--- src/design/sdCmdPkg.sv ---
package sdCmdPkg;

    // Command frame and short response length on the CMD line
    localparam int FrameBits = 48;

    // Command as queued between issuer and engine
    typedef struct packed {
        logic [5:0]  index;
        logic [31:0] arg;
        logic        needResp;
    } cmdFrame;

    // Outcome of one command
    typedef enum logic [1:0] {
        statOk,
        statNoResp,
        statTimeout,
        statBadFrame
    } respStatus;

    // Result as queued toward the host
    // Index and argument stay zero without a response
    typedef struct packed {
        logic [5:0]  index;
        logic [31:0] arg;
        respStatus   status;
    } respFrame;

    // Only CMD0 (GO_IDLE_STATE) goes without a response here
    function automatic logic expectsResp(input logic [5:0] index);
        return index != 6'd0;
    endfunction

endpackage
--- src/design/sdCmdController.sv ---
`timescale 1ns/1ps

module sdCmdController #(
    parameter int HalfPeriod  = 2,
    parameter int CmdDepth    = 4,
    parameter int RespDepth   = 4,
    parameter int RespTimeout = 64
) (
    input  logic               clk,
    input  logic               en,
    // Host command port
    input  logic               cmdReq,
    output logic               cmdAck,
    input  logic [5:0]         cmdIndex,
    input  logic [31:0]        cmdArg,
    // Host result port
    output logic               respReq,
    input  logic               respAck,
    output sdCmdPkg::respFrame respFrame,
    // Card side
    output logic               sdClk,
    output logic               cmdOut,
    output logic               cmdOutEn,
    input  logic               cmdIn
);

    // Issuer to command queue
    logic               issReq;
    logic               issAck;
    sdCmdPkg::cmdFrame  issFrame;
    // Command queue to engine
    logic               engReq;
    logic               engAck;
    sdCmdPkg::cmdFrame  engFrame;
    // Engine to response queue
    logic               resReq;
    logic               resAck;
    sdCmdPkg::respFrame resFrame;

    cmdIssuer i_cmdIssuer (
        .clk     (clk),
        .en      (en),
        .cmdReq  (cmdReq),
        .cmdAck  (cmdAck),
        .cmdIndex(cmdIndex),
        .cmdArg  (cmdArg),
        .frameReq(issReq),
        .frameAck(issAck),
        .frame   (issFrame)
    );

    // ==============================
    // Command buffer
    // ==============================
    cmdQueue #(
        .PayloadType(sdCmdPkg::cmdFrame),
        .Depth      (CmdDepth)
    ) i_cmdQueue (
        .clk    (clk),
        .en     (en),
        .inReq  (issReq),
        .inAck  (issAck),
        .inData (issFrame),
        .outReq (engReq),
        .outAck (engAck),
        .outData(engFrame)
    );

    sdCmdEngine #(
        .HalfPeriod (HalfPeriod),
        .RespTimeout(RespTimeout)
    ) i_sdCmdEngine (
        .clk      (clk),
        .en       (en),
        .frameReq (engReq),
        .frameAck (engAck),
        .frame    (engFrame),
        .resultReq(resReq),
        .resultAck(resAck),
        .result   (resFrame),
        .sdClk    (sdClk),
        .cmdOut   (cmdOut),
        .cmdOutEn (cmdOutEn),
        .cmdIn    (cmdIn)
    );

    // ==============================
    // Result buffer
    // ==============================
    cmdQueue #(
        .PayloadType(sdCmdPkg::respFrame),
        .Depth      (RespDepth)
    ) i_respQueue (
        .clk    (clk),
        .en     (en),
        .inReq  (resReq),
        .inAck  (resAck),
        .inData (resFrame),
        .outReq (respReq),
        .outAck (respAck),
        .outData(respFrame)
    );

endmodule

--- src/design/sdCmdEngine.sv ---
`timescale 1ns/1ps

module sdCmdEngine #(
    parameter int HalfPeriod  = 2,
    parameter int RespTimeout = 64
) (
    input  logic               clk,
    input  logic               en,
    // From command queue
    input  logic               frameReq,
    output logic               frameAck,
    input  sdCmdPkg::cmdFrame  frame,
    // To response queue
    output logic               resultReq,
    input  logic               resultAck,
    output sdCmdPkg::respFrame result,
    // Card side
    output logic               sdClk,
    output logic               cmdOut,
    output logic               cmdOutEn,
    input  logic               cmdIn
);

    // Start, transmission, index and argument
    localparam int BodyBits = sdCmdPkg::FrameBits - 8;
    localparam int DivBits  = $clog2(HalfPeriod + 2);
    localparam int WaitBits = $clog2(RespTimeout + 1);
    localparam int CntBits  = $clog2(sdCmdPkg::FrameBits + 1);

    typedef enum logic [2:0] {
        sIdle,
        sSendBody,
        sSendCrc,
        sWaitStart,
        sRecv,
        sCheck,
        sReport
    } enginePhase;

    enginePhase                     phase;
    logic [DivBits-1:0]             divCnt;
    logic [CntBits-1:0]             bitCnt;
    logic [WaitBits-1:0]            waitCnt;
    logic                           needResp;
    logic [BodyBits-1:0]            txShift;
    logic [sdCmdPkg::FrameBits-1:0] rxShift;
    logic [6:0]                     txCrc;
    logic [6:0]                     rxCrc;
    logic                           running;
    logic                           tick;
    logic                           riseTick;
    logic                           fallTick;
    logic                           take;
    logic                           bodyLast;
    logic                           crcLast;
    logic                           timedOut;
    logic                           txCrcEn;
    logic                           rxCrcEn;
    logic                           frameOk;

    // ==============================
    // Strobes
    // ==============================
    // Card clock only while a frame moves
    assign running  = phase inside {sSendBody, sSendCrc, sWaitStart, sRecv};
    assign tick     = running && (divCnt == DivBits'(HalfPeriod));
    assign riseTick = tick && !sdClk;
    assign fallTick = tick && sdClk;
    // Next command only once the previous result handshake is over
    assign take     = (phase == sIdle) && frameReq && !frameAck && !resultAck;
    assign bodyLast = fallTick && (phase == sSendBody) && (bitCnt == CntBits'(BodyBits - 1));
    // Seven CRC bits plus stop bit
    assign crcLast  = fallTick && (phase == sSendCrc) && (bitCnt == CntBits'(7));
    assign timedOut = fallTick && (phase == sWaitStart) && (waitCnt == WaitBits'(RespTimeout));
    assign txCrcEn  = riseTick && (phase == sSendBody);
    // Response bits 46 down to 8
    assign rxCrcEn  = riseTick && (phase == sRecv) && (bitCnt < CntBits'(BodyBits));
    // Start and transmission bits low, CRC match, stop bit high
    assign frameOk  = (rxShift[47:46] == 2'b00) && (rxCrc == rxShift[7:1]) && rxShift[0];

    crc7 i_txCrc (
        .clk  (clk),
        .en   (en),
        .clear(take),
        .shift(txCrcEn),
        .din  (cmdOut),
        .crc  (txCrc)
    );

    crc7 i_rxCrc (
        .clk  (clk),
        .en   (en),
        .clear(take),
        .shift(rxCrcEn),
        .din  (cmdIn),
        .crc  (rxCrc)
    );

    // ==============================
    // Phase FSM
    // ==============================
    always_ff @(posedge clk or negedge en) begin
        if (!en) begin
            phase     <= sIdle;
            divCnt    <= '0;
            bitCnt    <= '0;
            waitCnt   <= '0;
            needResp  <= 1'b0;
            frameAck  <= 1'b0;
            resultReq <= 1'b0;
            sdClk     <= 1'b0;
            cmdOut    <= 1'b1;
            cmdOutEn  <= 1'b0;
        end else begin
            // Half-period divider
            if (!running || tick) begin
                divCnt <= '0;
            end else begin
                divCnt <= divCnt + 1'b1;
            end
            if (tick) begin
                sdClk <= !sdClk;
            end

            // Release frame ack after queue drops req
            if (frameAck && !frameReq) begin
                frameAck <= 1'b0;
            end

            case (phase)
                sIdle: if (take) begin
                    frameAck <= 1'b1;
                    needResp <= frame.needResp;
                    // Start bit goes out first
                    cmdOut   <= 1'b0;
                    cmdOutEn <= 1'b1;
                    bitCnt   <= '0;
                    waitCnt  <= '0;
                    phase    <= sSendBody;
                end
                // Bits change just after falling edges
                sSendBody: if (fallTick) begin
                    if (bodyLast) begin
                        cmdOut <= txCrc[6];
                        bitCnt <= '0;
                        phase  <= sSendCrc;
                    end else begin
                        cmdOut <= txShift[BodyBits-2];
                        bitCnt <= bitCnt + 1'b1;
                    end
                end
                sSendCrc: if (fallTick) begin
                    if (crcLast) begin
                        cmdOut   <= 1'b1;
                        cmdOutEn <= 1'b0;
                        if (needResp) begin
                            phase <= sWaitStart;
                        end else begin
                            resultReq <= 1'b1;
                            phase     <= sReport;
                        end
                    end else begin
                        cmdOut <= txShift[BodyBits-2];
                        bitCnt <= bitCnt + 1'b1;
                    end
                end
                // Look for start bit on each rising edge
                sWaitStart: begin
                    if (riseTick) begin
                        if (!cmdIn) begin
                            bitCnt <= CntBits'(1);
                            phase  <= sRecv;
                        end else begin
                            waitCnt <= waitCnt + 1'b1;
                        end
                    end else if (timedOut) begin
                        resultReq <= 1'b1;
                        phase     <= sReport;
                    end
                end
                // Leave on a falling edge so sdClk rests low
                sRecv: begin
                    if (riseTick) begin
                        bitCnt <= bitCnt + 1'b1;
                    end else if (fallTick && bitCnt == CntBits'(sdCmdPkg::FrameBits)) begin
                        phase <= sCheck;
                    end
                end
                sCheck: begin
                    resultReq <= 1'b1;
                    phase     <= sReport;
                end
                // Held here while the response queue is full
                sReport: if (resultAck) begin
                    resultReq <= 1'b0;
                    phase     <= sIdle;
                end
                default: phase <= sIdle;
            endcase
        end
    end

    // ==============================
    // Shift registers and result
    // ==============================
    always_ff @(posedge clk) begin
        if (take) begin
            txShift <= {2'b01, frame.index, frame.arg};
        end else if (bodyLast) begin
            txShift <= {txCrc, 1'b1, {(BodyBits - 8){1'b0}}};
        end else if (fallTick) begin
            txShift <= {txShift[BodyBits-2:0], 1'b0};
        end

        // Start bit included so the frame lines up at the end
        if (riseTick && (phase == sRecv || (phase == sWaitStart && !cmdIn))) begin
            rxShift <= {rxShift[sdCmdPkg::FrameBits-2:0], cmdIn};
        end

        if (phase == sCheck) begin
            result.index  <= rxShift[45:40];
            result.arg    <= rxShift[39:8];
            result.status <= frameOk ? sdCmdPkg::statOk : sdCmdPkg::statBadFrame;
        end else if (crcLast && !needResp) begin
            result <= '{index: '0, arg: '0, status: sdCmdPkg::statNoResp};
        end else if (timedOut) begin
            result <= '{index: '0, arg: '0, status: sdCmdPkg::statTimeout};
        end
    end

endmodule

--- src/design/cmdQueue.sv ---
`timescale 1ns/1ps

module cmdQueue #(
    parameter type PayloadType = logic [7:0],
    parameter int  Depth       = 4
) (
    input  logic       clk,
    input  logic       en,
    // Write side
    input  logic       inReq,
    output logic       inAck,
    input  PayloadType inData,
    // Read side
    output logic       outReq,
    input  logic       outAck,
    output PayloadType outData
);

    localparam int PtrBits = (Depth > 1) ? $clog2(Depth) : 1;
    localparam int CntBits = $clog2(Depth + 1);

    PayloadType         mem [Depth];
    logic [PtrBits-1:0] wrPtr;
    logic [PtrBits-1:0] rdPtr;
    logic [CntBits-1:0] fill;
    logic               push;
    logic               pop;

    // Pointer wrap for any depth
    function automatic logic [PtrBits-1:0] nextPtr(input logic [PtrBits-1:0] ptr);
        return (ptr == PtrBits'(Depth - 1)) ? '0 : ptr + 1'b1;
    endfunction

    // New request with room left
    assign push = inReq && !inAck && (fill != CntBits'(Depth));
    // Consumer took the head entry
    assign pop  = outReq && outAck;

    // Head entry held until pop
    assign outData = mem[rdPtr];

    // ==============================
    // Both four-phase sides
    // ==============================
    always_ff @(posedge clk or negedge en) begin
        if (!en) begin
            inAck  <= 1'b0;
            outReq <= 1'b0;
            wrPtr  <= '0;
            rdPtr  <= '0;
            fill   <= '0;
        end else begin
            // Write side
            if (push) begin
                inAck <= 1'b1;
                wrPtr <= nextPtr(wrPtr);
            end else if (inAck && !inReq) begin
                inAck <= 1'b0;
            end

            // Read side waits for previous ack to drop
            if (pop) begin
                outReq <= 1'b0;
                rdPtr  <= nextPtr(rdPtr);
            end else if (!outReq && !outAck && fill != '0) begin
                outReq <= 1'b1;
            end

            // Occupancy
            if (push && !pop) begin
                fill <= fill + 1'b1;
            end else if (pop && !push) begin
                fill <= fill - 1'b1;
            end
        end
    end

    // Storage
    always_ff @(posedge clk) begin
        if (push) begin
            mem[wrPtr] <= inData;
        end
    end

endmodule

--- src/design/cmdIssuer.sv ---
`timescale 1ns/1ps

module cmdIssuer (
    input  logic              clk,
    input  logic              en,
    // Host command port
    input  logic              cmdReq,
    output logic              cmdAck,
    input  logic [5:0]        cmdIndex,
    input  logic [31:0]       cmdArg,
    // Toward command queue
    output logic              frameReq,
    input  logic              frameAck,
    output sdCmdPkg::cmdFrame frame
);

    typedef enum logic [1:0] {
        sIdle,
        sPush,
        sHold,
        sDrain
    } issuerState;

    issuerState state;

    // ==============================
    // Handshake FSM
    // ==============================
    always_ff @(posedge clk or negedge en) begin
        if (!en) begin
            state    <= sIdle;
            frameReq <= 1'b0;
            cmdAck   <= 1'b0;
        end else begin
            case (state)
                // New host command
                sIdle: if (cmdReq) begin
                    frameReq <= 1'b1;
                    state    <= sPush;
                end
                // Frame accepted by queue so ack host
                sPush: if (frameAck) begin
                    frameReq <= 1'b0;
                    cmdAck   <= 1'b1;
                    state    <= sHold;
                end
                // Host releases
                sHold: if (!cmdReq) begin
                    cmdAck <= 1'b0;
                    state  <= sDrain;
                end
                // Queue side must finish its four phases too
                sDrain: if (!frameAck) begin
                    state <= sIdle;
                end
                default: state <= sIdle;
            endcase
        end
    end

    // Latch host data as request is seen
    always_ff @(posedge clk) begin
        if (state == sIdle && cmdReq) begin
            frame.index    <= cmdIndex;
            frame.arg      <= cmdArg;
            frame.needResp <= sdCmdPkg::expectsResp(cmdIndex);
        end
    end

endmodule

--- src/design/crc7.sv ---
`timescale 1ns/1ps

module crc7 (
    input  logic       clk,
    input  logic       en,
    input  logic       clear,
    input  logic       shift,
    input  logic       din,
    output logic [6:0] crc
);

    // Feedback term for x^7
    logic fb;

    assign fb = din ^ crc[6];

    // Polynomial x^7 + x^3 + 1
    always_ff @(posedge clk or negedge en) begin
        if (!en) begin
            crc <= '0;
        end else if (clear) begin
            crc <= '0;
        end else if (shift) begin
            // Taps at bit 3 and bit 0
            crc <= {crc[5:3], crc[2] ^ fb, crc[1:0], fb};
        end
    end

endmodule

--- config.mk ---
export PLATFORM = sky130hd
export DESIGN_NAME = sdCmdController
export DESIGN_NICKNAME = d
export VERILOG_FILES = /design/src/design/sdCmdPkg.sv /design/src/design/sdCmdController.sv /design/src/design/sdCmdEngine.sv /design/src/design/cmdQueue.sv /design/src/design/cmdIssuer.sv /design/src/design/crc7.sv
export SDC_FILE = /design/constraint.sdc
export NUM_CORES = 1
export LEC_CHECK = 0
export BUFFER_PORTS_ARGS = -buffer_cell sky130_fd_sc_hd__buf_2
export CAP_MARGIN = 20
export CORE_MARGIN = 4
export CORE_UTILIZATION = 54
export DETAILED_ROUTE_END_ITERATION = 10
export HOLD_SLACK_MARGIN = 0.05
export PLACE_DENSITY_LB_ADDON = 0.15
export SLEW_MARGIN = 5
export SYNTH_ARGS = -nofsm -noshare
export SYNTH_HDL_FRONTEND = slang
export SYNTH_SLANG_ARGS = --single-unit
--- constraint.sdc ---
create_clock -name clk -period 5.4 [get_ports clk]
set_clock_uncertainty 0.05 [all_clocks]
set_input_delay 0.27 -clock clk [delete_from_list [all_inputs] [get_ports clk]]
set_output_delay 0.27 -clock clk [all_outputs]
set_load 0.005 [all_outputs]
==> results.cfg, run 1 <==
[cts]
cts_tree = done
cts_made_buffers = 52
clk_pin_slew_worst_paths_ps = 60
clk_latency_ps = 580
hold_buffers = 42
cts_root_buf = clkbuf_16
cts.sinks = 542
post_cts_buffers = 0
cts_resized = 0
cts.path.max_buffers = 3
cts_max_level = 2

[critical_path]
cp_data_arrival_time_ps = 2690
worstPathMaxFanout = 26
r2r_end = i_sdCmdEngine.result[9]
critPathLaunchType = flop
r2r_slack_ps = 2610
crit_type = reg2out
r2r-start = i_sdCmdEngine.phase[2]
endpoint_kind = output port
critPathRequiredTime_ps = 5080
reg2reg_depth = 4

[drt]
wl_um = 34280
wire_per_inst_um = 19.45
first_iter_violations = 561
first_pass_iters = 5
drtAntennaViolNets = 0
via_per_inst = 5.522
drc = 0
vias = 9729

[timing]
drv_slew = 0
setup_viol = 0
hold_viol = 0
finalCriticalPeriod_ps = 3011
fmax_mhz = 332.2
slew_headroom_pct = 27.88
period_share_pct = 55.75
tns_ps = 0
whs_ps = 343.9
worstMarginPinSlew_ps = 1082
rsz0062_at_grt = false

[synthesis]
synth_cell_types = 55
ys_ff_latch = 542
synth_ff_type = edfxtp_1
yosys_warnings = 0
ys_top_cells_by_count = edfxtp_1, mux4_2, dfrtp_1
synth_area_sq_um = 20570
synthesis.nets = 1127
synth_largest_area_cell = edfxtp_1
yosysSeqAreaShare_pct = 77.61
async_reset_ff_share_pct = 11.07
yosysTopAreaCellShare_pct = 70.21
synth.most_common_cell = edfxtp_1
synth.area.top_cells = edfxtp_1, mux4_2, dfrtp_1
synth-edff-count = 481
syn_area_per_cell_sq_um = 19.39
syn_inst = 1061

[place]
post-place-cells = 1627
place_congestion = 0.8260
hpwl_um = 19080
port_buffers = 87
dpl-instance-area_sq_um = 21580

[grt]
grt_first_pass_wirelength_um = 56010
grt_max_degree = 62
grt_remaining_overflow = 0
first_global_vias = 10140
antenna_found_initial = 1
grtUsageTotal_pct = 17.19

[job]
maxCapViolations = 0

[floorplan]
start_util_pct = 54.62
dieArea_sq_um = 41290
placeableCoreArea_sq_um = 37670
num_rows = 71
fp.dieH_um = 203.2
die_x_um = 203.2
pin_count = 88

[final_layout]
fin_cells = 1762
post-route-util_pct = 62.63
finalInstanceArea_sq_um = 23590
drive_gt1_share_pct = 22.88
syn2layout_area_growth_pct = 14.66
fin_nets = 1279

[power_and_ir_drop]
power.density_nw_per_um2 = 425.8
leakagePower_nw = 8.124
peakVddDrop_mv = 0.3029

[min_path]
hp-class = in2async

[outcome]
status = finished, final reports clean
[how the worst max path moves through the flow]
stage,to,start,slack [ps]
2_1_floorplan,i_sdCmdEngine.rxShift[0],i_sdCmdEngine.divCnt[0],1740
3_3_place_gp,i_respQueue.mem[2][10],i_respQueue.fill[0],2670
3_5_place_dp,i_sdCmdEngine.result[19],i_sdCmdEngine.phase[2],2610
4_1_cts,respFrame[7],i_respQueue.rdPtr[0],2250
5_1_grt,respFrame[31],i_respQueue.rdPtr[0],2180
6_report,respFrame[7],i_respQueue.rdPtr[0],2390
[where the power goes]
part	switching [mW]	total [mW]	internal [mW]	leakage, nW
Sequential	0.265	5.21	4.95	5.11
Clock	1.46	3.36	1.90	0.768
Combinational	0.772	1.47	0.702	2.25
Total	2.49	10.0	7.55	8.12
[stage by stage]
step,setup WS (ps),power (mW)
after floorplan,1735,6.240
after global placement,2666,6.743
after detailed placement,2612,6.781
after CTS,2251,10.18
after global routing,2178,10.54
final,2389,10.04
[worst max-delay path, stage by stage, from the launching register on]
cell and delay, ps:
dfrtp_2 720, buf_4 590, mux4_2 630, buf_2 160
[cell usage in the layout, fill, tap and decap left out, types with 2 or more instances in the layout]
master and n:
mux2i_1 10, nor2_1 34, inv_1 23, nand2b_1 6
clkinv_1 13, a21o_1 5, nor4_1 3, bufinv_16 3
edfxtp_1 481, nand3_1 23, clkinvlp_4 2, clkbuf_1 8
a21boi_0 3, dfrtp_2 2, fa_1 2, buf_2 87
dfrtp_1 57, nand4_1 9, nor2_4 3, xnor2_1 13
and2_2 9, mux4_2 79, mux2_2 8, a22o_1 33
o21ai_0 28, o211ai_1 4, ha_1 21, buf_4 17
and3_1 42, nor3b_1 5, a21oi_1 19, clkinv_2 10
nand2_1 38, o31ai_1 4, nor3_1 6, nor4b_1 3
and2_1 3, dlygate4sd3_1 42, clkbuf_16 52, xor2_1 11
[cell families (layout without fill, tap and decap cells)]
| logic type | count (synthesis) | after routing | share of synthesized area, % |
|---|---|---|---|
| DFF | 542 | 542 | 77.61 |
| xor gates and xnor gates | 24 | 24 | 1.022 |
| muxes | 97 | 97 | 9.573 |
| and+or+nand+nor | 195 | 195 | 5.157 |
| buffers and inverters | 72 | 261 | 1.551 |
| adders and majority gates | 23 | 23 | 1.472 |
| AOI/OAI and AO/OA | 108 | 108 | 3.619 |
| other | 0 | 1 | 0 |
[sequential cells by signal (all words and copies together), names as in the netlist, 2 cells and up]
register	flops
i_respQueue.rdPtr	2
i_sdCmdEngine.i_rxCrc.crc	7
i_respQueue.fill	3
i_cmdQueue.rdPtr	2
i_sdCmdEngine.phase	3
i_respQueue.mem	160
i_sdCmdEngine.txShift	39
i_sdCmdEngine.i_txCrc.crc	7
i_sdCmdEngine.rxShift	48
i_sdCmdEngine.divCnt	2
i_sdCmdEngine.bitCnt	6
i_cmdQueue.mem	156
i_cmdIssuer.frame	39
i_respQueue.wrPtr	2
i_sdCmdEngine.result	40
i_sdCmdEngine.waitCnt	7
i_cmdQueue.wrPtr	2
i_cmdQueue.fill	3
i_cmdIssuer.state	2
[routing by layer]
| layer | vias up | routed length [um] | GRT usage (%) |
|---|---|---|---|
| li1 | 4522 | - | - |
| met1 | 4961 | 15240 | 24.39 |
| met2 | 199 | 16820 | 27.98 |
| met3 | 47 | 1623 | 3.609 |
| met4 | 0 | 595 | 4.216 |
| met5 | - | 0 | 0 |
[layout make-up]
cell class                      count  area (sq um)
Multi-Input combinational cell    447          4319
Timing Repair Buffer              147          1003
Sequential cell                   542         15970
Clock inverter                     31         237.7
Inverter                           23         86.33
Tap cell                          511         639.4
Clock buffer                       60          1331
Fill cell                        2713         14080
Antenna cell                        1         2.502
(Power assumes the default switching activity.)
==> run 2: changes to the inputs <==
- ABC_AREA: not set -> 1
- clock period: 5.4 -> 2.8 ns (I/O delays scaled with it)
==> run 2 against run 1 <==
Register-to-register slack worse by 2200 ps. Core utilization up 0.70 points. Critical path depth rose by 2.
==> results.cfg, run 2 <==
[critical_path]
crit_type = reg2out
cp_data_arrival_time_ps = 2270
critPathLaunchType = flop
endpoint_kind = output port
worstPathMaxFanout = 27
critPathRequiredTime_ps = 2610
r2r_slack_ps = 380

[timing]
rsz0062_at_grt = false
worstMarginPinSlew_ps = 936.8
tns_ps = 0
finalCriticalPeriod_ps = 2455
period_share_pct = 87.69
fmax_mhz = 407.3
drv_slew = 0
hold_viol = 0
setup_viol = 0
whs_ps = 203.9
slew_headroom_pct = 37.40
setup_slack_ps = 344.8

[cts]
cts.path.max_buffers = 3
post_cts_buffers = 0
cts_resized = 0
clk_latency_ps = 580
cts_tree = done
cts_made_buffers = 53
clk_pin_slew_worst_paths_ps = 60
cts_root_buf = clkbuf_16
cts_max_level = 2
hold_buffers = 42
cts.sinks = 542

[power_and_ir_drop]
leakagePower_nw = 9.108
peakVddDrop_mv = 0.7092
power_mw = 25.31
power.density_nw_per_um2 = 1034

[place]
place_congestion = 0.8646
port_buffers = 87
dp_slack_ps = 409.9
hpwl_um = 21980

[final_layout]
nFillCells = 2868
top_regs = i_respQueue.mem: 160 flops, i_cmdQueue.mem: 156 flops, i_sdCmdEngine.rxShift: 48 flops
multi_input_area_sq_um = 4458
largest_reg_flops = 160
syn2layout_area_growth_pct = 16.05
fin_nets = 1764
regMostFlops = i_respQueue.mem
drive_gt1_share_pct = 14.70
final_common_cell = edfxtp_1
final_cell_mix = edfxtp_1, nand2_1, nor2_1
insertedDiodeCount = 0
ff_latch_area_sq_um = 15970

[synthesis]
yosysSeqAreaShare_pct = 75.71
syn_inst = 1548
synth.area.top_cells = edfxtp_1, dfrtp_1, nor2_1
ys_ff_latch = 542
synth_ff_type = edfxtp_1
yosys_warnings = 0
synth_largest_area_cell = edfxtp_1
ys_top_cells_by_count = edfxtp_1, nor2_1, nand2_1
synthesis.nets = 1614
syn_area_per_cell_sq_um = 13.62
async_reset_ff_share_pct = 11.07
yosysTopAreaCellShare_pct = 68.49
synth.most_common_cell = edfxtp_1
synth_area_sq_um = 21090
synth_cell_types = 45
synth-edff-count = 481

[floorplan]
fp.dieH_um = 205.6
pin_count = 88
placeableCoreArea_sq_um = 38650
dieArea_sq_um = 42280
num_rows = 72
die_x_um = 205.6
start_util_pct = 54.57

[drt]
first_pass_iters = 5
drc = 0
wire_per_inst_um = 17.67
via_per_inst = 5.443
wl_um = 39940
drtAntennaViolNets = 0
vias = 12300
first_iter_violations = 787

[outcome]
status = finished, final reports clean

[grt]
antenna_found_initial = 1
grt_max_degree = 81
grt_remaining_overflow = 0
grt_first_pass_wirelength_um = 64880
first_global_vias = 12130
grtUsageTotal_pct = 19.41

[min_path]
hp-class = in2reg

[job]
maxCapViolations = 0
run 2: cell types whose count changed after synthesis, sizes merged, moves of 26 or more:
cell | previous run | this run
a21oi | 19 | 88
a221oi | 0 | 33
nand2 | 38 | 186
a21o | 5 | 31
and3 | 42 | 0
nor2 | 37 | 195
mux4 | 79 | 0
clkbuf | 20 | 48
o22ai | 1 | 49
inv | 23 | 116
o21ai | 29 | 127
a22o | 33 | 0
run 2: final cells by class:
type                            instances  area share [%]
Tap cell                              518           2.648
Timing Repair Buffer                  162           4.928
Sequential cell                       542           65.25
Inverter                              118           1.810
Clock buffer                           61           5.542
Multi-Input combinational cell        821           18.21
Clock inverter                         38           1.610
run 2: layer usage:
| layer | part of all wire, % | routed length, um | global-route usage [%] |
|---|---|---|---|
| met5 | 0.033 | 13 | 0 |
| met3 | 4.8 | 1910 | 3.672 |
| met1 | 43 | 17320 | 25.80 |
| met4 | 1.7 | 670 | 4.450 |
| met2 | 50 | 20020 | 33.56 |
run 2: cells by family (layout without fill, tap and decap cells):
| group | after synthesis | in the layout | synth area share [%] |
|---|---|---|---|
| multiplexers | 2 | 2 | 0.1068 |
| XOR/XNOR | 18 | 18 | 0.7475 |
| adder cells (fa/ha/maj) | 23 | 23 | 1.436 |
| buffers and inverters | 185 | 379 | 3.488 |
| AND/OR/NAND/NOR | 436 | 436 | 8.887 |
| AO/OA/AOI/OAI | 342 | 342 | 9.629 |
| flip-flops | 542 | 542 | 75.71 |
run 2: where the power goes:
group / total, mW / internal [mW] / switching, mW
registers: 11.4 / 10.7 / 0.636
logic: 6.86 / 2.22 / 4.64
clock network: 7.09 / 4.14 / 2.95
run 2: worst paths after layout:
kind,startpoint,to,depth (start not counted)
setup / recovery,i_respQueue.rdPtr[0],respFrame[8],5
hold / removal,cmdArg[9],i_cmdIssuer.frame[10],2
min in group asynchronous,en,i_cmdIssuer.state[1],3
hold reg to reg,i_sdCmdEngine.divCnt[0],i_sdCmdEngine.divCnt[0],1
setup reg to reg,i_sdCmdEngine.phase[0],i_sdCmdEngine.txShift[34],8
max in group asynchronous,en,i_respQueue.rdPtr[0],5
run 2: per-stage QoR:
step / cells / instance area [sq um] / utilization [%]
6_report: 2260 / 24470 / 63.33
5_1_grt: 2260 / 24470 / 63.33
4_1_cts: 2258 / 24440 / 63.25
3_5_place_dp: 2117 / 22270 / 57.63
3_3_place_gp: 2117 / 22270 / 57.63
2_1_floorplan: 1548 / 21100 / -
run 2: critical path, cell delays in order, from the launching register on:
cell and delay (ps):
dfrtp_2 420, inv_2 280, buf_4 370, o21ai_0 130, o22ai_1 300, buf_2 190
